**src/verilog/rs_enc_pkg.sv**
```systemverilog
package rs_enc_pkg;

    localparam int SYM_W    = 8;
    localparam int K_SYM    = 168;               // Message symbols
    localparam int NSYM_DEF = 32;                // Parity symbols
    localparam int N_SYM    = K_SYM + NSYM_DEF;  // Codeword length, at most 255

    // x^8 + x^4 + x^3 + x^2 + 1
    localparam logic [SYM_W:0] GF_POLY = 9'h11D;

    typedef logic [SYM_W-1:0] sym_t;

    typedef enum logic [1:0] {
        PH_IDLE,
        PH_MSG,
        PH_PARITY,
        PH_FINISH
    } enc_phase_t;

    // Shift-and-add multiply with reduction by GF_POLY
    function automatic sym_t gf_mul(input sym_t a, input sym_t b);
        sym_t acc;
        sym_t sh;
        acc = '0;
        sh  = a;
        for (int i = 0; i < SYM_W; i++) begin
            if (b[i]) begin
                acc = acc ^ sh;
            end
            if (sh[SYM_W-1]) begin
                sh = (sh << 1) ^ GF_POLY[SYM_W-1:0];
            end else begin
                sh = sh << 1;
            end
        end
        return acc;
    endfunction

    // Coefficient of x^idx in prod (x - alpha^i), i = 0 .. nsym-1
    // The leading x^nsym term is 1 and is never asked for
    function automatic sym_t rs_gen_coeff(input int nsym, input int idx);
        sym_t g [256];
        sym_t root;
        for (int j = 0; j < 256; j++) begin
            g[j] = '0;
        end
        g[0] = 8'h01;
        root = 8'h01;                            // alpha^0
        for (int i = 0; i < 255; i++) begin
            if (i < nsym) begin
                // Multiply running product by (x + root)
                for (int j = 255; j > 0; j--) begin
                    if (j <= i + 1) begin
                        g[j] = g[j-1] ^ gf_mul(g[j], root);
                    end
                end
                g[0] = gf_mul(g[0], root);
                root = gf_mul(root, 8'h02);      // Next power of alpha
            end
        end
        return g[idx];
    endfunction

endpackage

```
**src/verilog/rs_codeword_buffer.sv**
```systemverilog
`timescale 1ns/100ps

module rs_codeword_buffer
    import rs_enc_pkg::*;
#(
    parameter int K    = K_SYM,
    parameter int NSYM = NSYM_DEF
) (
    input  logic                        clk,
    input  logic                        rst_n,
    input  logic                        clrn,
    input  logic                        msg_valid,
    input  logic                        par_shift,
    input  sym_t                        msg_sym,
    input  sym_t                        par_sym,
    output logic [(K+NSYM)*SYM_W-1:0]   encoded_data
);

    localparam int N = K + NSYM;

    sym_t in_sym;
    logic shift_en;

    assign shift_en = msg_valid || par_shift;
    assign in_sym   = msg_valid ? msg_sym : par_sym;

    // New symbol enters at the top and walks down
    // After N strobes the first symbol sits at position 0
    always_ff @(posedge clk or negedge rst_n) begin
        if (!rst_n) begin
            encoded_data <= '0;
        end else if (!clrn) begin
            encoded_data <= '0;
        end else if (shift_en) begin
            encoded_data <= {in_sym, encoded_data[N*SYM_W-1:SYM_W]};
        end
    end

endmodule

```
**config.mk**
```make
export PLATFORM = sky130hd
export DESIGN_NAME = rs_codeword_buffer
export DESIGN_NICKNAME = d
export VERILOG_FILES = /design/src/verilog/rs_enc_pkg.sv /design/src/verilog/rs_codeword_buffer.sv
export SDC_FILE = /design/constraint.sdc
export NUM_CORES = 2
export LEC_CHECK = 0
export BUFFER_PORTS_ARGS = -buffer_cell sky130_fd_sc_hd__buf_2
export CORE_AREA = 2 2 635 637
export CTS_CLUSTER_DIAMETER = 100
export DETAILED_ROUTE_END_ITERATION = 10
export DIE_AREA = 0 0 637 639
export MAX_ROUTING_LAYER = met4
export PLACE_DENSITY_LB_ADDON = 0.05
export REMOVE_ABC_BUFFERS = 1
export SKIP_CTS_REPAIR_TIMING = 1
export SLEW_MARGIN = 10
export SYNTH_ARGS = -nofsm -noshare
export SYNTH_HDL_FRONTEND = slang
export SYNTH_SLANG_ARGS = --single-unit
```
**constraint.sdc**
```tcl
create_clock -name clk -period 1.3 [get_ports clk]
set_input_delay 0.13 -clock clk [delete_from_list [all_inputs] [get_ports clk]]
set_output_delay 0.13 -clock clk [all_outputs]
set_load 0.02 [all_outputs]
```
==> Flow_metrics.wiki <==
{| class="wikitable"
! Metric !! Value
|-
| Highest clock frequency the design can meet || 576.8 MHz
|-
| Synthesized netlist cell count || 7,289
|-
| Area of the die || 407,000 um^2
|-
| Average detailed-routed wire length per instance || 24.97 um
|-
| Remaining routing DRC violations || 0
|-
| Wire length of the first global-routing pass || 514,200 um
|-
| Worst Setup Slack, final || -433.6 ps
|-
| Initial DRC count || about 3,600
|-
| GR Overflow Total || 0
|-
| Setup crit start || encoded_data[968]
|-
| Worst r2r path cells || 4
|-
| Finish-stage setup viols || 1,852
|-
| Largest delay contributor family on the critical path || flip-flops
|-
| Worst vdd rail ir drop || between 1 and 1.5 mV
|-
| Flip-flop and latch count after synthesis || 1,600
|-
| Share of the clock period used by the worst path after layout || 133.4%
|-
| Routability cong. || 0.8109
|-
| Post-synthesis cell type with the largest combined area || sky130_fd_sc_hd__dfrtp_1
|-
| Filler-free cell count of the finished design || 14,750
|-
| Number of input and output port buffers inserted || 1,620
|-
| Post-detailed-placement half-perimeter wirelength || roughly 270,000 um
|-
| Reg with most FFs || encoded_data
|-
| Final hold violation count || 0
|-
| H-tree level count || 4
|-
| Most frequent cells in the layout || sky130_fd_sc_hd__o21ai_0, sky130_fd_sc_hd__a21oi_1, sky130_fd_sc_hd__or3b_1
|-
| Via count of the routed design || 65,630
|-
| Final net count || 9,305
|-
| Actual transition at the worst max-transition pin || between 700 and 800 ps
|-
| Number of global-route vias before repair || 64,410
|-
| Worst setup endpoint || encoded_data[968]
|-
| Chip Width || 637 um
|-
| Max Slew Vio Count || 0
|-
| Drt pass-1 iters || 8
|-
| Yosys warnings || 0
|-
| DRT antenna net count || 0
|-
| Total power density per cell area || 1101 nW/um^2
|-
| Worst slew margin || a little under half
|-
| Kind of capture point of the worst setup path || output port
|-
| Total global-route track usage || between 10% and 20%
|-
| Post-synthesis sequential area ratio || 53.69%
|-
| Area growth from synthesis to final layout || 45.44%
|-
| Cells traversed along the worst timing path || buf_6
|-
| Core region area || between 400,000 and 500,000 um^2
|-
| Run status || finished with violations
|-
| Cell types with the largest area share after synthesis || sky130_fd_sc_hd__dfrtp_1, sky130_fd_sc_hd__or3b_1, sky130_fd_sc_hd__a21oi_1, sky130_fd_sc_hd__o21ai_0, sky130_fd_sc_hd__clkbuf_1
|-
| Proportion of layout cells with a drive suffix above 1 || around a third
|-
| Worst path slowest cell || sky130_fd_sc_hd__dfrtp_2
|-
| Worst setup timing slack at the placement stage || -774.1 ps
|-
| CTS Buf Count || about 220
|-
| Die Y || 639 um
|-
| Clock tree skew after final layout || 73.00 ps
|-
| Per-cell via count in the routed design || 4.450
|-
| Largest net degree at the start of global routing || 123
|-
| Reg2reg start || encoded_data[296]
|-
| Synth top area share || 53.69%
|-
| Row count || 233
|-
| Effective utilization at floorplan || 18.60%
|-
| Number of buffer and inverter instances along the worst setup path || 1
|-
| CP Data Arrival Time || between 1500 and 2000 ps
|-
| RSZ-0062 raised after global routing || yes
|-
| Unique cell type count in the Yosys netlist || 14
|-
| End-of-flow core utilization || between 20% and 30%
|-
| Post-layout min period || 1734 ps
|-
| Top-level I/O count || 1,621
|-
| Cell leakage power || around 45 nW
|-
| Filler Cell Count || ~43,000
|-
| Placed instance count || roughly 14,000
|-
| Max reg flops || 1,600
|-
| Worst Path Class, Setup || flop to output port
|-
| Count of max-cap constraint violations || 0
|-
| Number of antenna violations at the first check in global routing || 8
|-
| Clk Latency, worst-skew pair || 960 ps
|-
| Type of the worst min-delay path || input pin to flop
|-
| Violations in the final reports || setup timing
|-
| Critical Path Stages || 1
|-
| Clock net sink count || 1,600
|-
| Clk root buf || sky130_fd_sc_hd__clkbuf_16
|-
| TritonCTS clock tree || yes
|-
| Deepest clock path buffer count || 4
|-
| Endpoint of the worst register-to-register path || encoded_data[288]
|-
| CP max stage delay || 480 ps
|-
| CP Data Required Time || about 1200 ps
|-
| CP max FO || 3
|-
| Largest registers || encoded_data: 1600 flops
|-
| Synthesized area || 74,580 um^2
|-
| Average cell area after synthesis || just over 10 um^2
|-
| R2R setup slack || 110 ps
|-
| Clk pin slew, worst setup/hold paths || 60 ps
|-
| Total Routed Length || about 370,000 um
|-
| Nature of the critical path startpoint || flop
|}
-- cell usage after synthesis --
cell type and instances:
sky130_fd_sc_hd__or3b_1 1541, sky130_fd_sc_hd__buf_4 4, sky130_fd_sc_hd__clkbuf_1 696, sky130_fd_sc_hd__mux2i_1 8, sky130_fd_sc_hd__a21oi_1 1592, sky130_fd_sc_hd__inv_2 2, sky130_fd_sc_hd__o21ai_0 1592, sky130_fd_sc_hd__buf_2 40
sky130_fd_sc_hd__a211oi_1 8, sky130_fd_sc_hd__or3b_2 51, sky130_fd_sc_hd__dfrtp_1 1600, sky130_fd_sc_hd__buf_6 141, sky130_fd_sc_hd__nor2b_1 8, sky130_fd_sc_hd__clkbuf_2 6
-- metal layers --
layer | routed length [um] | share of wire [%] | GRT usage (%)
met1 | 146800 | 40 | 20.39
met2 | 181100 | 49 | 29.51
met3 | 22890 | 6.2 | 4.339
met4 | 17470 | 4.7 | 6.022
met5 | 0 | 0 | -
-- area by class of cell --
cell class / count / area (um^2) / area share (%)
flip-flops and latches: 1600 / 40340 / 37.19
clock buffers: 348 / 6681 / 6.160
clock inverters: 47 / 509.2 / 0.4695
repair buffers: 2658 / 24220 / 22.33
multi-input cells: 4800 / 30070 / 27.72
well taps: 5287 / 6615 / 6.099
diodes: 5 / 12.51 / 0.01154
inverters: 2 / 15.01 / 0.01384
-- through the flow --
stage          instance area, um^2  total power, mW  TNS [ps]  hold slack (ps)
3_5_place_dp                 92390            58.35   -273120            206.6
6_report                    108500            119.4   -523740            40.40
4_1_cts                      99580            122.2   -743680           -831.7
2_1_floorplan                70110            51.56         -           -165.6
3_3_place_gp                 92390            58.34   -259900            204.6
5_1_grt                     108500            124.7   -696480            4.369
-- worst min-delay path by stage --
stage,start,endpoint,slack (ps),cells after the start
after floorplan,rst_n,encoded_data[0],-170,0
after global placement,rst_n,encoded_data[1237],200,2
after detailed placement,rst_n,encoded_data[1237],210,2
after CTS,rst_n,encoded_data[35],-830,2
after global routing,par_shift,encoded_data[1236],4,4
final,msg_valid,encoded_data[614],40,5
-- logic make-up after synthesis --
kind of cell / share of synthesized area (%)
AND/OR/NAND/NOR: 18.76
AO/OA/AOI/OAI: 21.45
buffers and inverters: 5.991
flip-flops: 53.69
multiplexers: 0.1074
-- worst reg2reg max path: stages, from the launching register on --
cell and delay (ps):
sky130_fd_sc_hd__dfrtp_2 430, sky130_fd_sc_hd__buf_4 160, sky130_fd_sc_hd__o21ai_0 200, sky130_fd_sc_hd__buf_4 230, sky130_fd_sc_hd__a21oi_1 60
-- report_power, final --
group	switching [mW]	internal [mW]
Combinational	5.38	2.12
Sequential	0.0504	49.9
Clock	25.7	36.3
Total	31.1	88.2
Power figures use the tool's default switching activity.
