**config.mk**
```make
export PLATFORM = sky130hd
export DESIGN_NAME = rs_msg_serializer
export DESIGN_NICKNAME = d
export VERILOG_FILES = /design/src/verilog/rs_enc_pkg.sv /design/src/verilog/rs_msg_serializer.sv
export SDC_FILE = /design/constraint.sdc
export NUM_CORES = 2
export LEC_CHECK = 0
export ABC_AREA = 0
export ABC_CLOCK_PERIOD_IN_PS = 44000
export BUFFER_PORTS_ARGS = -buffer_cell sky130_fd_sc_hd__buf_2
export CORE_AREA = 2 2 528 530
export DETAILED_ROUTE_END_ITERATION = 8
export DIE_AREA = 0 0 530 532
export GPL_TIMING_DRIVEN = 0
export SETUP_SLACK_MARGIN = 0.1
export SLEW_MARGIN = 20
export SYNTH_ARGS = -nofsm -noshare
export SYNTH_HDL_FRONTEND = slang
export SYNTH_SLANG_ARGS = --single-unit
```
**constraint.sdc**
```tcl
create_clock -name clk -period 44 [get_ports clk]
set_clock_uncertainty 0.15 [all_clocks]
set_input_delay 4.4 -clock clk [delete_from_list [all_inputs] [get_ports clk]]
set_output_delay 4.4 -clock clk [all_outputs]
set_load 0.02 [all_outputs]
```
**src/verilog/rs_enc_pkg.sv**
```systemverilog
package rs_enc_pkg;

    localparam int SYM_W    = 8;
    localparam int K_SYM    = 168;               // Message symbols
    localparam int NSYM_DEF = 32;                // Parity symbols
    localparam int N_SYM    = K_SYM + NSYM_DEF;  // Codeword length, at most 255

    // x^8 + x^4 + x^3 + x^2 + 1
    localparam logic [SYM_W:0] GF_POLY = 9'h11D;

    typedef logic [SYM_W-1:0] sym_t;

    typedef enum logic [1:0] {
        PH_IDLE,
        PH_MSG,
        PH_PARITY,
        PH_FINISH
    } enc_phase_t;

    // Shift-and-add multiply with reduction by GF_POLY
    function automatic sym_t gf_mul(input sym_t a, input sym_t b);
        sym_t acc;
        sym_t sh;
        acc = '0;
        sh  = a;
        for (int i = 0; i < SYM_W; i++) begin
            if (b[i]) begin
                acc = acc ^ sh;
            end
            if (sh[SYM_W-1]) begin
                sh = (sh << 1) ^ GF_POLY[SYM_W-1:0];
            end else begin
                sh = sh << 1;
            end
        end
        return acc;
    endfunction

    // Coefficient of x^idx in prod (x - alpha^i), i = 0 .. nsym-1
    // The leading x^nsym term is 1 and is never asked for
    function automatic sym_t rs_gen_coeff(input int nsym, input int idx);
        sym_t g [256];
        sym_t root;
        for (int j = 0; j < 256; j++) begin
            g[j] = '0;
        end
        g[0] = 8'h01;
        root = 8'h01;                            // alpha^0
        for (int i = 0; i < 255; i++) begin
            if (i < nsym) begin
                // Multiply running product by (x + root)
                for (int j = 255; j > 0; j--) begin
                    if (j <= i + 1) begin
                        g[j] = g[j-1] ^ gf_mul(g[j], root);
                    end
                end
                g[0] = gf_mul(g[0], root);
                root = gf_mul(root, 8'h02);      // Next power of alpha
            end
        end
        return g[idx];
    endfunction

endpackage

```
**src/verilog/rs_msg_serializer.sv**
```systemverilog
`timescale 1ns/100ps

module rs_msg_serializer
    import rs_enc_pkg::*;
#(
    parameter int K    = K_SYM,
    parameter int NSYM = NSYM_DEF
) (
    input  logic             clk,
    input  logic             rst_n,
    input  logic             clrn,
    input  logic             encode_en,
    input  logic [K*SYM_W-1:0] datain,
    output logic             ready,
    output logic             valid,
    output logic             msg_valid,
    output logic             par_shift,
    output sym_t             msg_sym
);

    localparam int CNT_W = $clog2(K + NSYM);

    enc_phase_t         phase;
    logic [CNT_W-1:0]   cnt;
    logic [K*SYM_W-1:0] msg_q;
    logic               accept;

    assign accept  = encode_en && ready;
    assign msg_sym = msg_q[SYM_W-1:0];      // Symbol 0 goes first

    // Message holding register, shifted down one symbol per message cycle
    always_ff @(posedge clk) begin
        if (accept && phase == PH_IDLE) begin
            msg_q <= datain;
        end else if (msg_valid) begin
            msg_q <= {{SYM_W{1'b0}}, msg_q[K*SYM_W-1:SYM_W]};
        end
    end

    always_ff @(posedge clk or negedge rst_n) begin
        if (!rst_n) begin
            phase     <= PH_IDLE;
            cnt       <= '0;
            ready     <= 1'b1;
            valid     <= 1'b0;
            msg_valid <= 1'b0;
            par_shift <= 1'b0;
        end else if (!clrn) begin
            // Abandon any codeword in flight
            phase     <= PH_IDLE;
            cnt       <= '0;
            ready     <= 1'b1;
            valid     <= 1'b0;
            msg_valid <= 1'b0;
            par_shift <= 1'b0;
        end else begin
            valid <= 1'b0;
            case (phase)
                PH_IDLE: begin
                    if (accept) begin
                        ready     <= 1'b0;
                        msg_valid <= 1'b1;
                        cnt       <= '0;
                        phase     <= PH_MSG;
                    end
                end

                PH_MSG: begin
                    if (cnt == CNT_W'(K - 1)) begin
                        msg_valid <= 1'b0;
                        par_shift <= 1'b1;   // Parity follows straight on
                        cnt       <= '0;
                        phase     <= PH_PARITY;
                    end else begin
                        cnt <= cnt + 1'b1;
                    end
                end

                PH_PARITY: begin
                    if (cnt == CNT_W'(NSYM - 1)) begin
                        par_shift <= 1'b0;
                        cnt       <= '0;
                        phase     <= PH_FINISH;
                    end else begin
                        cnt <= cnt + 1'b1;
                    end
                end

                PH_FINISH: begin
                    valid <= 1'b1;           // Single cycle strobe
                    ready <= 1'b1;
                    phase <= PH_IDLE;
                end

                default: phase <= PH_IDLE;
            endcase
        end
    end

endmodule

```
==> flow_metrics.env <==
export IMPL_status="finished clean"
export IMPL_crit_fanout=56
export IMPL_hpwl_um=176200
export IMPL_fillers=29530
export IMPL_fin_setup_tns_ns=0
export IMPL_worst_pin_slew_ns=0.8721
export IMPL_power_frac_comb=0.295
export IMPL_clkSinkCount=1358
export IMPL_dpl_worst_slack_ns=34.80
export IMPL_switching_power_mw=1.972
export IMPL_syn_inst=5754
export IMPL_yosys_most_used_dff="edfxtp_1"
export IMPL_required_ns=44.29
export IMPL_die_y_um=532
export IMPL_viasPerCell=4.040
export IMPL_period_needed_ns=8.201
export IMPL_post_dp_cell_area_mm2=0.06982
export IMPL_pwr_share_seq=0.477
export IMPL_yosys_warnings=0
export IMPL_rsz0062_at_grt="false"
export IMPL_wl_per_cell_um=19.73
export IMPL_ys_ff_latch=1358
export IMPL_dr_wl_met2_um=111600
export IMPL_drc=0
export IMPL_yosysUniqueCellTypes=38
export IMPL_cp_end_kind="flop"
export IMPL_yosys_top_cells_count="nand2_1 (4018), edfxtp_1 (1344), clkbuf_1 (155)"
export IMPL_drtIter0Drc=3508
export IMPL_dp_cells=10850
export IMPL_yosysTopAreaCell="edfxtp_1"
export IMPL_start_util=0.2089
export IMPL_grt_overflow=0
export IMPL_arrival_ns=8.49
export IMPL_gp_congestion=0.9009
export IMPL_layout_cells_non_filler=11190
export IMPL_p_leak_nw=34.06
export IMPL_ir_worst_vdd_mv=0.04089
export IMPL_p_clk_frac=0.228
export IMPL_path_clk_slew_ns=0.05
export IMPL_synth_most_common_cell="nand2_1"
export IMPL_htree_levels=4
export IMPL_setup_viol=0
export IMPL_seq_area_mm2=0.04071
export IMPL_cts_root_buf="clkbuf_16"
export IMPL_post_cts_buffers=0
export IMPL_netlist_area_leader_share=0.7005
export IMPL_slew_headroom=0.4186
export IMPL_dieArea_mm2=0.2820
export IMPL_cp_start_kind="primary input"
export IMPL_hold_viol=0
export IMPL_criticalPathCategory="in2reg"
export IMPL_post_synth_cell_area_avg_um2=10.01
export IMPL_setup_slack_ns=35.80
export IMPL_grt_max_degree=57
export IMPL_max_freq_ghz=0.1219
export IMPL_syn_nets=7107
export IMPL_intPower_mw=3.684
export IMPL_grt_first_pass_wirelength_um=304300
export IMPL_cap_violations=0
export IMPL_syn_area_mm2=0.05761
export IMPL_final_max_slew_viol_count=0
export IMPL_p_per_area_mw_per_mm2=75.48
export IMPL_ant_nets=0
export IMPL_nNetsFinal=8655
export IMPL_design_area_mm2=0.07493
export IMPL_hold_buffers=0
export IMPL_clock_latency_ns=0.80
export IMPL_route_met3_wl_um=19220
export IMPL_multi_input_area_mm2=0.01557
export IMPL_clockBufferDepth=4
export IMPL_dr_pass1_iters=6
export IMPL_synth_async_reset_ratio=0.01031
export IMPL_rows=193
export IMPL_cts_tree="yes"
export IMPL_coreArea_mm2=0.2758
export IMPL_drt_met1_wl_um=80670
export IMPL_synthTopCellsByArea="edfxtp_1 (70%), nand2_1 (26%), clkbuf_1 (1.0%)"
export IMPL_cts_resized=0
export IMPL_io_pins=1360
export IMPL_utilization=0.2717
export IMPL_syn_to_final_growth_pct=30.06
export IMPL_ys_seq_area_frac=0.7066
export IMPL_drive_gt1_frac=0.2345
export IMPL_die_w_um=530
export IMPL_drt_wl_total_um=220800
export IMPL_swShare=0.3486
export IMPL_top_layer="met5"
export IMPL_grt_pass1_vias=44330
export IMPL_synth_edf_count=1344
export IMPL_port_buffer_count=1358
export IMPL_vias=45220
export IMPL_track_usage=0.1500
export IMPL_hold_class="reg2reg"
export IMPL_cts_made_buffers=158
export IMPL_antenna_found_initial=128
export IMPL_fin_crit_sh=0.1864
cell families after synthesis:
family,after synthesis,share of synthesized area
AO/OA/AOI/OAI,24,0.003019
XOR/XNOR,1,0.0001520
adder cells (fa/ha/maj),5,0.001086
buffers and inverters,311,0.02326
flip-flops,1358,0.7066
multiplexers,2,0.0003475
AND/OR/NAND/NOR,4053,0.2655
layer usage:
layer	vias to the layer above	global-route usage
met1	21070	0.1643
met5	-	0
met3	434	0.04370
met2	1846	0.2707
li1	21780	-
met4	96	0.05619
sequential cells by signal, summed over array words and instances (netlist names):
register	count
ready	1
cnt	8
msg_valid	1
par_shift	1
phase	2
msg_q	1344
valid	1
stage by stage:
stage	hold WS (ns)	power, mW
2_1_floorplan	0.3184	4.582
3_3_place_gp	0.3326	5.345
3_5_place_dp	0.3468	4.428
4_1_cts	0.3487	5.747
5_1_grt	0.3591	6.020
6_report	0.3447	5.655
power groups by stage:
stage	clock network, mW	logic [mW]	registers, mW
after detailed placement	0	1.71	2.72
after global placement	0	1.52	3.83
after CTS	1.32	1.72	2.71
final	1.29	1.67	2.70
after global routing	1.37	1.90	2.75
after floorplan	0	1.00	3.58
critical path: stages:
cell	delay (ns)
buf_2	0.11
nand3_1	0.58
nand2b_4	0.75
buf_16	0.32
buf_16	0.30
buf_12	0.26
buf_16	0.29
buf_16	0.28
buf_16	0.28
buf_16	0.28
buf_16	0.30
final cells by class:
cell class | instances | area share
inverters | 3 | 0.0001503
multi-input cells | 4085 | 0.2078
plain buffers | 308 | 0.01778
flip-flops and latches | 1358 | 0.5433
diodes | 66 | 0.002204
well taps | 3705 | 0.06187
clock inverters | 90 | 0.01107
clock buffers | 189 | 0.05489
repair buffers | 1388 | 0.1009
path summary, 6_finish.rpt:
check	start	endpoint	slack [ns]	cells after the start
worst min-delay path	msg_q[928]	msg_q[920]	0.34	2
worst min register to register	msg_q[928]	msg_q[920]	0.34	2
max in group asynchronous	rst_n	ready	40.04	1
worst max-delay path	encode_en	msg_q[266]	35.80	11
worst max register to register	phase[0]	msg_q[266]	38.72	12
min in group asynchronous	rst_n	cnt[0]	3.36	1
layout by cell type, fill, tap and decap left out, types with 4 or more instances in the layout:
| master | n |
|---|---|
| buf_4 | 8 |
| clkinv_1 | 30 |
| nand2_1 | 4018 |
| and2_1 | 10 |
| ha_1 | 5 |
| a21oi_1 | 4 |
| buf_2 | 1472 |
| o21ai_0 | 7 |
| diode_2 | 66 |
| buf_16 | 22 |
| buf_12 | 8 |
| buf_1 | 31 |
| clkinv_2 | 28 |
| clkbuf_16 | 160 |
| clkbuf_1 | 181 |
| inv_6 | 8 |
| nor2_1 | 4 |
| dfrtp_1 | 13 |
| clkinvlp_4 | 5 |
| bufinv_16 | 10 |
| edfxtp_1 | 1344 |
Power figures use the tool's default switching activity.
