### src/verilog/rs_enc_pkg.sv
package rs_enc_pkg;

    localparam int SYM_W    = 8;
    localparam int K_SYM    = 168;               // Message symbols
    localparam int NSYM_DEF = 32;                // Parity symbols
    localparam int N_SYM    = K_SYM + NSYM_DEF;  // Codeword length, at most 255

    // x^8 + x^4 + x^3 + x^2 + 1
    localparam logic [SYM_W:0] GF_POLY = 9'h11D;

    typedef logic [SYM_W-1:0] sym_t;

    typedef enum logic [1:0] {
        PH_IDLE,
        PH_MSG,
        PH_PARITY,
        PH_FINISH
    } enc_phase_t;

    // Shift-and-add multiply with reduction by GF_POLY
    function automatic sym_t gf_mul(input sym_t a, input sym_t b);
        sym_t acc;
        sym_t sh;
        acc = '0;
        sh  = a;
        for (int i = 0; i < SYM_W; i++) begin
            if (b[i]) begin
                acc = acc ^ sh;
            end
            if (sh[SYM_W-1]) begin
                sh = (sh << 1) ^ GF_POLY[SYM_W-1:0];
            end else begin
                sh = sh << 1;
            end
        end
        return acc;
    endfunction

    // Coefficient of x^idx in prod (x - alpha^i), i = 0 .. nsym-1
    // The leading x^nsym term is 1 and is never asked for
    function automatic sym_t rs_gen_coeff(input int nsym, input int idx);
        sym_t g [256];
        sym_t root;
        for (int j = 0; j < 256; j++) begin
            g[j] = '0;
        end
        g[0] = 8'h01;
        root = 8'h01;                            // alpha^0
        for (int i = 0; i < 255; i++) begin
            if (i < nsym) begin
                // Multiply running product by (x + root)
                for (int j = 255; j > 0; j--) begin
                    if (j <= i + 1) begin
                        g[j] = g[j-1] ^ gf_mul(g[j], root);
                    end
                end
                g[0] = gf_mul(g[0], root);
                root = gf_mul(root, 8'h02);      // Next power of alpha
            end
        end
        return g[idx];
    endfunction

endpackage

### src/verilog/rs_parity_lfsr.sv
`timescale 1ns/100ps

module rs_parity_lfsr
    import rs_enc_pkg::*;
#(
    parameter int NSYM = NSYM_DEF
) (
    input  logic clk,
    input  logic rst_n,
    input  logic clrn,
    input  logic msg_valid,
    input  logic par_shift,
    input  sym_t msg_sym,
    output sym_t par_sym
);

    sym_t par_q [NSYM];   // par_q[i] holds remainder coefficient of x^i
    sym_t prod  [NSYM];
    sym_t fb;

    assign par_sym = par_q[NSYM-1];
    assign fb      = msg_sym ^ par_q[NSYM-1];

    // Constant multipliers, one per generator tap
    for (genvar i = 0; i < NSYM; i++) begin : g_tap
        localparam sym_t COEF = rs_gen_coeff(NSYM, i);
        assign prod[i] = gf_mul(fb, COEF);
    end

    always_ff @(posedge clk or negedge rst_n) begin
        if (!rst_n) begin
            for (int j = 0; j < NSYM; j++) begin
                par_q[j] <= '0;
            end
        end else if (!clrn) begin
            for (int j = 0; j < NSYM; j++) begin
                par_q[j] <= '0;
            end
        end else if (msg_valid) begin
            // Division step
            par_q[0] <= prod[0];
            for (int j = 1; j < NSYM; j++) begin
                par_q[j] <= par_q[j-1] ^ prod[j];
            end
        end else if (par_shift) begin
            // Unload remainder, zeros follow in behind
            par_q[0] <= '0;
            for (int j = 1; j < NSYM; j++) begin
                par_q[j] <= par_q[j-1];
            end
        end
    end

endmodule

### config.mk
export PLATFORM = sky130hd
export DESIGN_NAME = rs_parity_lfsr
export DESIGN_NICKNAME = d
export VERILOG_FILES = /design/src/verilog/rs_enc_pkg.sv /design/src/verilog/rs_parity_lfsr.sv
export SDC_FILE = /design/constraint.sdc
export NUM_CORES = 1
export LEC_CHECK = 0
export ABC_CLOCK_PERIOD_IN_PS = 3000
export BUFFER_PORTS_ARGS = -buffer_cell sky130_fd_sc_hd__buf_2
export CORE_MARGIN = 1
export CORE_UTILIZATION = 64
export DETAILED_ROUTE_END_ITERATION = 10
export PLACE_DENSITY = 0.81
export RECOVER_POWER = 50
export SLEW_MARGIN = 25
export SYNTH_ARGS = -nofsm -noshare
export SYNTH_HDL_FRONTEND = slang
export SYNTH_SLANG_ARGS = --single-unit
### constraint.sdc
create_clock -name clk -period 3 [get_ports clk]
set_input_delay 0.6 -clock clk [delete_from_list [all_inputs] [get_ports clk]]
set_output_delay 0.6 -clock clk [all_outputs]
set_load 0.05 [all_outputs]
==> results.txt, run 1 <==
----------------------------------------------------
[Timing]
  Pins Over Slew Limit ... 161
  Time the worst path needs with I/O delays and setup ... 2.91 ns
  Worst Tran Pin Value ... 2.42 ns
  Upper clock frequency limit ... 344 MHz
  Setup repair after global routing missed its margin ... no
  Final Hold Viols ... 0
  Post-route clock period utilization ... 0.970
  Final total negative setup slack ... 0 ns
  Setup clock skew after layout ... 0.0167 ns
  Worst slew margin relative to its limit ... -0.612
  Final setup violation count ... 0

[Synth]
  Compound-gate portion of the synthesized area ... 0.168
  Number of storage elements in the synthesis netlist ... 256
  Fraction of the mapped netlist area in simple logic gates ... 0.104
  Share of flip-flops with an asynchronous set or reset after synthesis ... 1.00
  Combinational family with the most area after synthesis ... XOR/XNOR gates
  Average cell area after synthesis ... 9.94 µm²
  Mux share of post-synthesis cell area ... 0.00476
  Xor/xnor share of the synthesized area ... 0.268
  Adder-cell share of the synthesized area ... 0
  Cell count after synthesis ... 1,532
  Most frequent cell after synthesis ... sky130_fd_sc_hd__dfrtp_1
  Most used flip-flop cell after synthesis ... sky130_fd_sc_hd__dfrtp_1
  Library cells used by synthesis ... 32
  Yosys warns ... 0
  Syn nets ... 1,545
  Leading post-synthesis cells by instance count ... sky130_fd_sc_hd__dfrtp_1 (256), sky130_fd_sc_hd__a211oi_1 (245), sky130_fd_sc_hd__xor2_1 (201), sky130_fd_sc_hd__nand2_1 (199), sky130_fd_sc_hd__xnor2_1 (193)
  Post-synth EDFFs ... 0
  Top area cells in the synthesized netlist ... sky130_fd_sc_hd__dfrtp_1 (42%), sky130_fd_sc_hd__a211oi_1 (12%), sky130_fd_sc_hd__xor2_1 (12%), sky130_fd_sc_hd__xnor2_1 (11%), sky130_fd_sc_hd__nor2b_1 (5.1%)
  Synth top area share ... 0.421
  Synthesized area ... 0.0152 mm²
  Sequential element share of the synthesized area ... 0.421
  Area leader, netlist ... sky130_fd_sc_hd__dfrtp_1

[Layout]
  Layout Area Growth over Synthesis ... 12.2%
  Share of final-layout standard cells stronger than drive strength 1 ... 0.124
  Layout Nets ... 1,572
  Number of antenna cells inserted ... 0

[Floorplan]
  Floorplan core area ... 0.0234 mm²
  Initial cell density of the core ... 0.651
  Die height ... 156 µm
  Num ports ... 21
  Chip Width ... 156 µm
  Die area ... 0.0244 mm²
  Count of standard-cell rows ... 56

[CTS]
  Number of CTS-inserted buffers ... 28
  Clock-pin slew on the worst setup and hold paths ... 0.06 ns
  Cts-stage hold buffer count ... 0
  Post-cts resize count ... 0
  CTS H-Tree Depth ... 1
  CTS tree ... built
  Number of clock sinks ... 256
  Post-CTS Setup Bufs ... 0
  Number of buffers between clock root and the deepest sink ... 3
  Worst-skew pair later-pin latency ... 0.55 ns
  Root Buffer ... sky130_fd_sc_hd__clkbuf_16

[Status]
  Violated checks ... max-capacitance violations, max-slew violations
  Run status ... finished with violations

[Drt]
  Routed vias/inst ... 6.31
  Vias ... 12,000
  First-pass iteration count of the detailed router ... 6
  Routed length per placed instance ... 23.0 µm
  Final antenna-violating net count ... 0
  DRT Wirelength ... 43,700 µm
  Initial DRC count ... 1,362
  Remaining routing DRC violations ... 0

[Setup path]
  Largest driver fanout on the critical path ... 7
  Crit Path Category ... flip-flop to flip-flop
  Cell-by-cell listing of the critical path ... xnor2_2 > buf_4 > xnor2_2 > buf_4 > xor2_1 > xnor2_1 > a211oi_1
  Worst path max stage delay ... 0.78 ns
  Combined buffer and inverter count along the critical path ... 2
  Slowest stage cell on the critical path ... sky130_fd_sc_hd__xnor2_2
  Worst EP arrival ... 3.35 ns
  Critical Path Source Type ... flip-flop
  Cell family with the largest share of critical-path delay ... XOR/XNOR gates
  Worst EP required ... 3.44 ns
  Type of element capturing the critical path ... flip-flop

[Global route]
  Number of global-route vias before repair ... 11,700
  Sum of overflow across all layers after global routing ... 0
  Global-route wire length before repair ... 68,100 µm
  Largest net degree at the start of global routing ... 89
  Initial antenna violation count ... 0
  GRT Util Overall ... 0.370

[Worst hold path]
  Tightest Hold Check Type ... flip-flop to flip-flop

[Job]
  Number of max-cap violations ... 2

[Placement]
  RD Place Congestion ... 0.919
  Half-perimeter wire length of the detailed placement result ... 28,300 µm
  Count of port buffers added during placement ... 20

----------------------------------------------------
## worst paths after layout
check / startpoint / to / slack (ns) / cells past startpoint
worst max register to register: par_sym[7] / par_q[199] / 0.09 / 7
worst min register to register: par_q[190] / par_q[190] / 0.51 / 2
worst min-delay path: par_q[190] / par_q[190] / 0.51 / 2
max in group asynchronous: rst_n / par_q[155] / 0.70 / 2
worst max-delay path: par_sym[7] / par_q[199] / 0.09 / 7
min in group asynchronous: rst_n / par_sym[2] / 0.76 / 1
## cells by family after synthesis
| logic type | after synthesis |
|---|---|
| xor gates and xnor gates | 424 |
| and+or+nand+nor | 335 |
| AOI/OAI and AO/OA | 383 |
| DFF | 256 |
| buffers and inverters | 127 |
| muxes | 7 |
## worst register-to-register path: cells and delay by family, from the launching register on
| family | cells | cell delay [ns] |
|---|---|---|
| AOI/OAI and AO/OA | 1 | 0.25 |
| xor gates and xnor gates | 4 | 1.54 |
| DFF | 1 | 0.48 |
| buffers and inverters | 2 | 0.53 |
## metrics by stage
stage / cell area [µm²] / setup slack [ns] / hold slack (ns) / util / cells
2_1_floorplan: 15200 / 0.307 / 0.304 / - / 1532
3_3_place_gp: 16300 / 0.0346 / 0.482 / 0.695 / 1848
3_5_place_dp: 16300 / 0.0216 / 0.490 / 0.695 / 1848
4_1_cts: 17100 / 0.194 / 0.104 / 0.732 / 1894
5_1_grt: 17100 / 0.0806 / 0.518 / 0.730 / 1894
6_report: 17100 / 0.0894 / 0.507 / 0.730 / 1894
## sequential cells by signal, summed over array words and instances (netlist names)
name / count
par_sym: 8
par_q: 248
## per-layer routing
layer	track usage	vias to the layer above	wire, µm
met5	0	-	0
met4	0.173	0	2240
met1	0.498	5906	17200
met3	0.0786	161	4130
li1	-	5272	-
met2	0.575	615	20100
## area by class of cell
cell class              instances  area, µm²
clock inverters                 3       17.5
flip-flops and latches        256       6410
multi-input cells            1149       8370
clock buffers                  43        838
inverters                       1       6.26
fillers                      1652       6310
repair buffers                123       1050
well taps                     319        399
## layout by cell type (no fill, tap or decap), types with 10 or more instances in the layout
cell type,instances
sky130_fd_sc_hd__dfrtp_1,256
sky130_fd_sc_hd__nand2_1,199
sky130_fd_sc_hd__xnor2_1,186
sky130_fd_sc_hd__buf_4,86
sky130_fd_sc_hd__o21ai_0,115
sky130_fd_sc_hd__o21ai_1,10
sky130_fd_sc_hd__buf_2,17
sky130_fd_sc_hd__xor2_1,201
sky130_fd_sc_hd__xnor2_2,19
sky130_fd_sc_hd__buf_12,14
sky130_fd_sc_hd__a211oi_1,245
sky130_fd_sc_hd__nor2b_1,124
sky130_fd_sc_hd__clkbuf_16,29
Power of run 1 is left out: the tool's default activity adds up to more than one toggle a clock period on the data nets, which glitch-free logic cannot reach.
==> run 2, diff against run 1 <==
--- a/config.mk
+++ b/config.mk
@@ -7,10 +7,12 @@
 export LEC_CHECK = 0
 export ABC_CLOCK_PERIOD_IN_PS = 3000
 export BUFFER_PORTS_ARGS = -buffer_cell sky130_fd_sc_hd__buf_2
+export CELL_PAD_IN_SITES_DETAIL_PLACEMENT = 0
+export CELL_PAD_IN_SITES_GLOBAL_PLACEMENT = 1
 export CORE_MARGIN = 1
-export CORE_UTILIZATION = 64
+export CORE_UTILIZATION = 51
 export DETAILED_ROUTE_END_ITERATION = 10
-export PLACE_DENSITY = 0.81
+export PLACE_DENSITY_LB_ADDON = 0.1
 export RECOVER_POWER = 50
 export SLEW_MARGIN = 25
 export SYNTH_ARGS = -nofsm -noshare
==> results.txt, run 2 (synthesized netlist as in run 1, its figures left out) <==
----------------------------------------------------
[Layout]
  Commonest cells after routing, fill and taps aside ... sky130_fd_sc_hd__dfrtp_1 (256), sky130_fd_sc_hd__a211oi_1 (245), sky130_fd_sc_hd__xor2_1 (201) (unchanged)
  Most frequent standard cell in the layout excluding fill and tap cells ... sky130_fd_sc_hd__dfrtp_1 (unchanged)
  Layout Nets ... 1,582 (was 1,572)
  Number of antenna cells inserted ... 0 (unchanged)
  Number of flip-flops under the largest register name ... 248 (unchanged)
  Register with the most flip-flops ... par_q (unchanged)
  Share of final-layout standard cells stronger than drive strength 1 ... 0.130 (was 0.124)
  Layout Area Growth over Synthesis ... 13.6% (was 12.2%)

[Setup path]
  Launching point of the worst reg2reg path ... par_sym[7] (unchanged)
  Critical path depth in cells ... 7 (unchanged)
  Crit Path Category ... flip-flop to flip-flop (unchanged)
  Worst EP arrival ... 3.12 ns (was 3.35 ns)
  Cell family with the largest share of critical-path delay ... XOR/XNOR gates (unchanged)
  Setup slack of the worst register-to-register path ... 0.28 ns (was 0.09 ns)
  Critical Path Source Type ... flip-flop (unchanged)
  R2r worst-path depth ... 7 (unchanged)
  Worst path max stage delay ... 0.72 ns (was 0.78 ns)
  Worst setup path end ... par_q[27] (was par_q[199])
  Type of element capturing the critical path ... flip-flop (unchanged)
  Worst EP required ... 3.40 ns (was 3.44 ns)
  Cell-by-cell listing of the critical path ... xor2_4 > xnor3_1 > buf_4 > xnor2_1 > nand2_1 > xor2_1 > o21ai_0 (was xnor2_2 > buf_4 > xnor2_2 > buf_4 > xor2_1 > xnor2_1 > a211oi_1)
  Slowest stage cell on the critical path ... sky130_fd_sc_hd__xnor3_1 (was sky130_fd_sc_hd__xnor2_2)
  Destination of the worst register-to-register timing path ... par_q[27] (was par_q[199])
  Worst setup startpoint ... par_sym[7] (unchanged)
  Largest driver fanout on the critical path ... 6 (was 7)
  Combined buffer and inverter count along the critical path ... 1 (was 2)

[CTS]
  CTS H-Tree Depth ... 1 (unchanged)
  Number of CTS-inserted buffers ... 29 (was 28)
  Worst-skew pair later-pin latency ... 0.55 ns (about the same)
  Number of clock sinks ... 256 (unchanged)
  Post-CTS Setup Bufs ... 0 (unchanged)
  CTS tree ... built (unchanged)
  Clock-pin slew on the worst setup and hold paths ... 0.06 ns (about the same)
  Cts-stage hold buffer count ... 0 (unchanged)
  Number of buffers between clock root and the deepest sink ... 3 (unchanged)
  Post-cts resize count ... 0 (unchanged)
  Root Buffer ... sky130_fd_sc_hd__clkbuf_16 (unchanged)

[Timing]
  Pins Over Slew Limit ... 56 (was 161)
  Setup repair after global routing missed its margin ... no (unchanged)
  Final Hold Viols ... 0 (unchanged)
  Final total negative setup slack ... 0 ns (unchanged)
  Time the worst path needs with I/O delays and setup ... 2.72 ns (was 2.91 ns)
  Upper clock frequency limit ... 368 MHz (was 344 MHz)
  Post-route clock period utilization ... 0.906 (was 0.970)
  Worst slew margin relative to its limit ... -0.0911 (was -0.612)
  Final setup violation count ... 0 (unchanged)
  Worst Tran Pin Value ... 1.64 ns (was 2.42 ns)
  Setup clock skew after layout ... 0.00755 ns (was 0.0167 ns)

[Drt]
  DRT Wirelength ... 45,200 µm (was 43,700 µm)
  Final antenna-violating net count ... 0 (unchanged)
  Initial DRC count ... 877 (was 1,362)
  Routed length per placed instance ... 22.9 µm (was 23.0 µm)
  Vias ... 11,300 (was 12,000)
  Routed vias/inst ... 5.74 (was 6.31)
  Remaining routing DRC violations ... 0 (unchanged)
  First-pass iteration count of the detailed router ... 5 (was 6)

[Placement]
  Half-perimeter wire length of the detailed placement result ... 30,400 µm (was 28,300 µm)
  Count of port buffers added during placement ... 20 (unchanged)
  RD Place Congestion ... 0.863 (was 0.919)

[Floorplan]
  Initial cell density of the core ... 0.525 (was 0.651)
  Die area ... 0.0306 mm² (was 0.0244 mm²)
  Die height ... 175 µm (was 156 µm)
  Chip Width ... 175 µm (was 156 µm)
  Num ports ... 21 (unchanged)
  Floorplan core area ... 0.0290 mm² (was 0.0234 mm²)
  Count of standard-cell rows ... 62 (was 56)

[Job]
  Number of max-cap violations ... 1 (was 2)

[Global route]
  GRT Util Overall ... 0.303 (was 0.370)
  Global-route wire length before repair ... 70,000 µm (was 68,100 µm)
  Initial antenna violation count ... 0 (unchanged)
  Sum of overflow across all layers after global routing ... 0 (unchanged)
  Number of global-route vias before repair ... 11,200 (was 11,700)
  Largest net degree at the start of global routing ... 72 (was 89)

[Worst hold path]
  Tightest Hold Check Type ... primary input to asynchronous set/reset pin (was flip-flop to flip-flop)

[Status]
  Violated checks ... max-capacitance violations, max-slew violations (unchanged)
  Run status ... finished with violations (unchanged)

----------------------------------------------------
run 2: changes by cell type in the layout (fill, tap and decap cells not counted), moves of 2 or more:
cell / delta
sky130_fd_sc_hd__buf_4: +7
sky130_fd_sc_hd__bufinv_16: +2
sky130_fd_sc_hd__clkbuf_1: +4
sky130_fd_sc_hd__clkbuf_2: -2
sky130_fd_sc_hd__clkbuf_8: -2
sky130_fd_sc_hd__clkinv_2: +4
run 2: stage by stage:
step                      hold slack [ns]  cells  worst slack [ns]  instance area (µm²)   util
after CTS                        0.000896   1973             0.308                17300  0.598
after global routing                0.527   1973             0.152                17300  0.596
after detailed placement            0.490   1922             0.145                16400  0.567
final                               0.465   1973             0.281                17300  0.596
after floorplan                     0.304   1532             0.307                15200      -
after global placement              0.482   1922             0.118                16400  0.567
run 2: how the worst min path moves through the flow:
| stage | startpoint | endpoint | slack [ns] | cells past startpoint |
|---|---|---|---|---|
| after floorplan | rst_n | par_q[100] | 0.30 | 0 |
| after global placement | par_q[243] | par_q[243] | 0.48 | 2 |
| after CTS | rst_n | par_q[56] | 0.0009 | 1 |
| final | rst_n | par_q[72] | 0.47 | 1 |
| after detailed placement | par_q[164] | par_q[164] | 0.49 | 2 |
| after global routing | par_q[209] | par_q[209] | 0.53 | 2 |
run 2: final cells by class:
cell class	count	area, µm²
tap	384	480
timing repair buffer	132	1140
multi-input combinational	1149	8370
fill	2530	11700
inverter	1	6.26
clock inverter	8	90.1
sequential	256	6410
clock buffer	43	808
run 2: layer usage:
layer,track usage,share of wire,vias to the layer above
met2,0.472,0.45,306
met1,0.439,0.46,5659
met5,0,0,-
met4,0.0906,0.030,0
li1,-,-,5277
met3,0.0387,0.052,74
Power of run 2 is left out for the same reason.
==> run 3, diff against run 2 <==
--- a/config.mk
+++ b/config.mk
@@ -10,7 +10,7 @@
 export CELL_PAD_IN_SITES_DETAIL_PLACEMENT = 0
 export CELL_PAD_IN_SITES_GLOBAL_PLACEMENT = 1
 export CORE_MARGIN = 1
-export CORE_UTILIZATION = 51
+export CORE_UTILIZATION = 25
 export DETAILED_ROUTE_END_ITERATION = 10
 export PLACE_DENSITY_LB_ADDON = 0.1
 export RECOVER_POWER = 50
==> results.txt, run 3 (synthesized netlist as in run 1, its figures left out) <==
----------------------------------------------------
[Status]
  Run status ... finished with violations (unchanged)
  Violated checks ... max-capacitance violations, max-slew violations (unchanged)

[Setup path]
  Combined buffer and inverter count along the critical path ... 2 (was 1)
  Launching point of the worst reg2reg path ... par_sym[7] (unchanged)
  Slowest stage cell on the critical path ... sky130_fd_sc_hd__dfrtp_1 (was sky130_fd_sc_hd__xnor3_1)
  Worst EP arrival ... 3.29 ns (was 3.12 ns)
  Worst EP required ... 3.47 ns (was 3.40 ns)
  Most frequent cell on the critical path ... sky130_fd_sc_hd__xor2_1
  Crit Path Category ... flip-flop to flip-flop (unchanged)
  Type of element capturing the critical path ... flip-flop (unchanged)
  Cell-by-cell listing of the critical path ... xor2_4 > xnor3_1 > buf_4 > xor2_1 > buf_4 > xor2_1 > nand2_1 > xor2_1 > o21ai_0 (was xor2_4 > xnor3_1 > buf_4 > xnor2_1 > nand2_1 > xor2_1 > o21ai_0)
  Cell family with the largest share of critical-path delay ... XOR/XNOR gates (unchanged)
  Critical Path Source Type ... flip-flop (unchanged)
  Critical path depth in cells ... 9 (was 7)
  Worst setup startpoint ... par_sym[7] (unchanged)
  R2r worst-path depth ... 9 (was 7)
  Largest driver fanout on the critical path ... 5 (was 6)
  Worst path max stage delay ... 0.52 ns (was 0.72 ns)

[Drt]
  Routed length per placed instance ... 22.8 µm (was 22.9 µm)
  Routed vias/inst ... 4.68 (was 5.74)
  Vias ... 11,300 (about the same)
  Initial DRC count ... 790 (was 877)
  Remaining routing DRC violations ... 0 (unchanged)
  DRT Wirelength ... 55,000 µm (was 45,200 µm)
  First-pass iteration count of the detailed router ... 5 (unchanged)
  Final antenna-violating net count ... 0 (unchanged)

[Timing]
  Final Hold Viols ... 0 (unchanged)
  Worst slew margin relative to its limit ... -0.177 (was -0.0911)
  Time the worst path needs with I/O delays and setup ... 2.82 ns (was 2.72 ns)
  Final total negative setup slack ... 0 ns (unchanged)
  Upper clock frequency limit ... 355 MHz (was 368 MHz)
  Setup clock skew after layout ... 0.0217 ns (was 0.00755 ns)
  Worst Tran Pin Value ... 1.77 ns (was 1.64 ns)
  Final setup violation count ... 0 (unchanged)
  Setup repair after global routing missed its margin ... no (unchanged)
  Pins Over Slew Limit ... 51 (was 56)
  Post-route clock period utilization ... 0.939 (was 0.906)

[Placement]
  Half-perimeter wire length of the detailed placement result ... 36,700 µm (was 30,400 µm)
  Count of port buffers added during placement ... 20 (unchanged)
  RD Place Congestion ... 0.770 (was 0.863)

[CTS]
  Number of CTS-inserted buffers ... 36 (was 29)
  CTS tree ... built (unchanged)
  Clock-pin slew on the worst setup and hold paths ... 0.06 ns (about the same)
  Number of clock sinks ... 256 (unchanged)
  CTS H-Tree Depth ... 2 (was 1)
  Number of buffers between clock root and the deepest sink ... 3 (unchanged)
  Root Buffer ... sky130_fd_sc_hd__clkbuf_16 (unchanged)
  Worst-skew pair later-pin latency ... 0.56 ns (was 0.55 ns)
  Post-CTS Setup Bufs ... 0 (unchanged)

[Layout]
  Register with the most flip-flops ... par_q (unchanged)
  Number of flip-flops under the largest register name ... 248 (unchanged)
  Most frequent standard cell in the layout excluding fill and tap cells ... sky130_fd_sc_hd__dfrtp_1 (unchanged)
  Layout Nets ... 1,619 (was 1,582)
  Commonest cells after routing, fill and taps aside ... sky130_fd_sc_hd__dfrtp_1 (256), sky130_fd_sc_hd__a211oi_1 (245), sky130_fd_sc_hd__xor2_1 (200) (was sky130_fd_sc_hd__dfrtp_1 (256), sky130_fd_sc_hd__a211oi_1 (245), sky130_fd_sc_hd__xor2_1 (201))
  Number of antenna cells inserted ... 0 (unchanged)
  Share of final-layout standard cells stronger than drive strength 1 ... 0.155 (was 0.130)
  Fill cells ... 6,248 (was 2,530)
  Layout Area Growth over Synthesis ... 20.7% (was 13.6%)

[Global route]
  Global-route wire length before repair ... 82,700 µm (was 70,000 µm)
  Sum of overflow across all layers after global routing ... 0 (unchanged)
  Number of global-route vias before repair ... 11,400 (was 11,200)
  Largest net degree at the start of global routing ... 76 (was 72)
  Initial antenna violation count ... 1 (was 0)
  GRT Util Overall ... 0.181 (was 0.303)

[Floorplan]
  Floorplan core area ... 0.0602 mm² (was 0.0290 mm²)
  Die area ... 0.0619 mm² (was 0.0306 mm²)
  Die height ... 249 µm (was 175 µm)
  Count of standard-cell rows ... 90 (was 62)
  Num ports ... 21 (unchanged)
  Chip Width ... 249 µm (was 175 µm)
  Initial cell density of the core ... 0.253 (was 0.525)

[Worst hold path]
  Hold depth ... 2
  Start point of the worst min-delay path ... par_q[219]
  Tightest Hold Check Type ... flip-flop to flip-flop (was primary input to asynchronous set/reset pin)

[Job]
  Number of max-cap violations ... 1 (unchanged)

----------------------------------------------------
[run 3: cell count changes in the layout (fill, tap and decap cells not counted), sizes merged]
cell         change
clkinv           -1
clkbuf          +14
inv              +2
buf             +27
dlygate4sd3      +1
bufinv           -1
[run 3: timing repair]
| action | 4_1_cts | 5_1_grt |
|---|---|---|
| gates resized for setup | 0 | 3 |
| setup endpoints to repair | 0 | 8 |
| endpoints found under the hold margin | 6 | 0 |
| hold buffers | 1 | 0 |
[run 3: worst min-delay path, delay by kind of cell (launching register included)]
kind            cells  cell delay [ns]
compound gates      1             0.06
simple gates        1             0.05
flops               1             0.35
[run 3: final timing paths]
path	end	slack (ns)
worst max register to register	par_q[164]	0.18
worst max-delay path	par_q[164]	0.18
worst min-delay path	par_q[219]	0.49
max in group asynchronous	par_q[78]	0.44
worst min register to register	par_q[219]	0.49
min in group asynchronous	par_sym[0]	1.07
[run 3: metrics by stage]
stage / worst slack [ns] / util / instances / cell area, µm² / hold WS (ns)
5_1_grt: 0.0124 / 0.305 / 2413 / 18400 / 0.525
2_1_floorplan: 0.307 / - / 1532 / 15200 / 0.304
6_report: 0.184 / 0.305 / 2413 / 18400 / 0.494
3_5_place_dp: -0.137 / 0.286 / 2349 / 17200 / 0.490
4_1_cts: 0.0596 / 0.306 / 2413 / 18400 / 0.499
3_3_place_gp: -0.153 / 0.286 / 2349 / 17200 / 0.482
[run 3: layer usage]
| metal | vias up | GRT usage | wire [µm] |
|---|---|---|---|
| li1 | 5388 | - | - |
| met1 | 5685 | 0.270 | 28000 |
| met2 | 159 | 0.275 | 24400 |
| met3 | 53 | 0.0229 | 1710 |
| met4 | 0 | 0.0419 | 907 |
| met5 | - | 0 | 0 |
[run 3: area by class of cell]
| class | count | area [µm²] | area share |
|---|---|---|---|
| multi-input combinational | 1149 | 8410 | 0.457 |
| clock inverter | 8 | 72.6 | 0.00395 |
| timing repair buffer | 162 | 1420 | 0.0773 |
| tap | 782 | 978 | 0.0532 |
| sequential | 256 | 6410 | 0.348 |
| clock buffer | 55 | 1090 | 0.0595 |
| inverter | 1 | 3.75 | 0.000204 |
Power of run 3 is left out for the same reason.
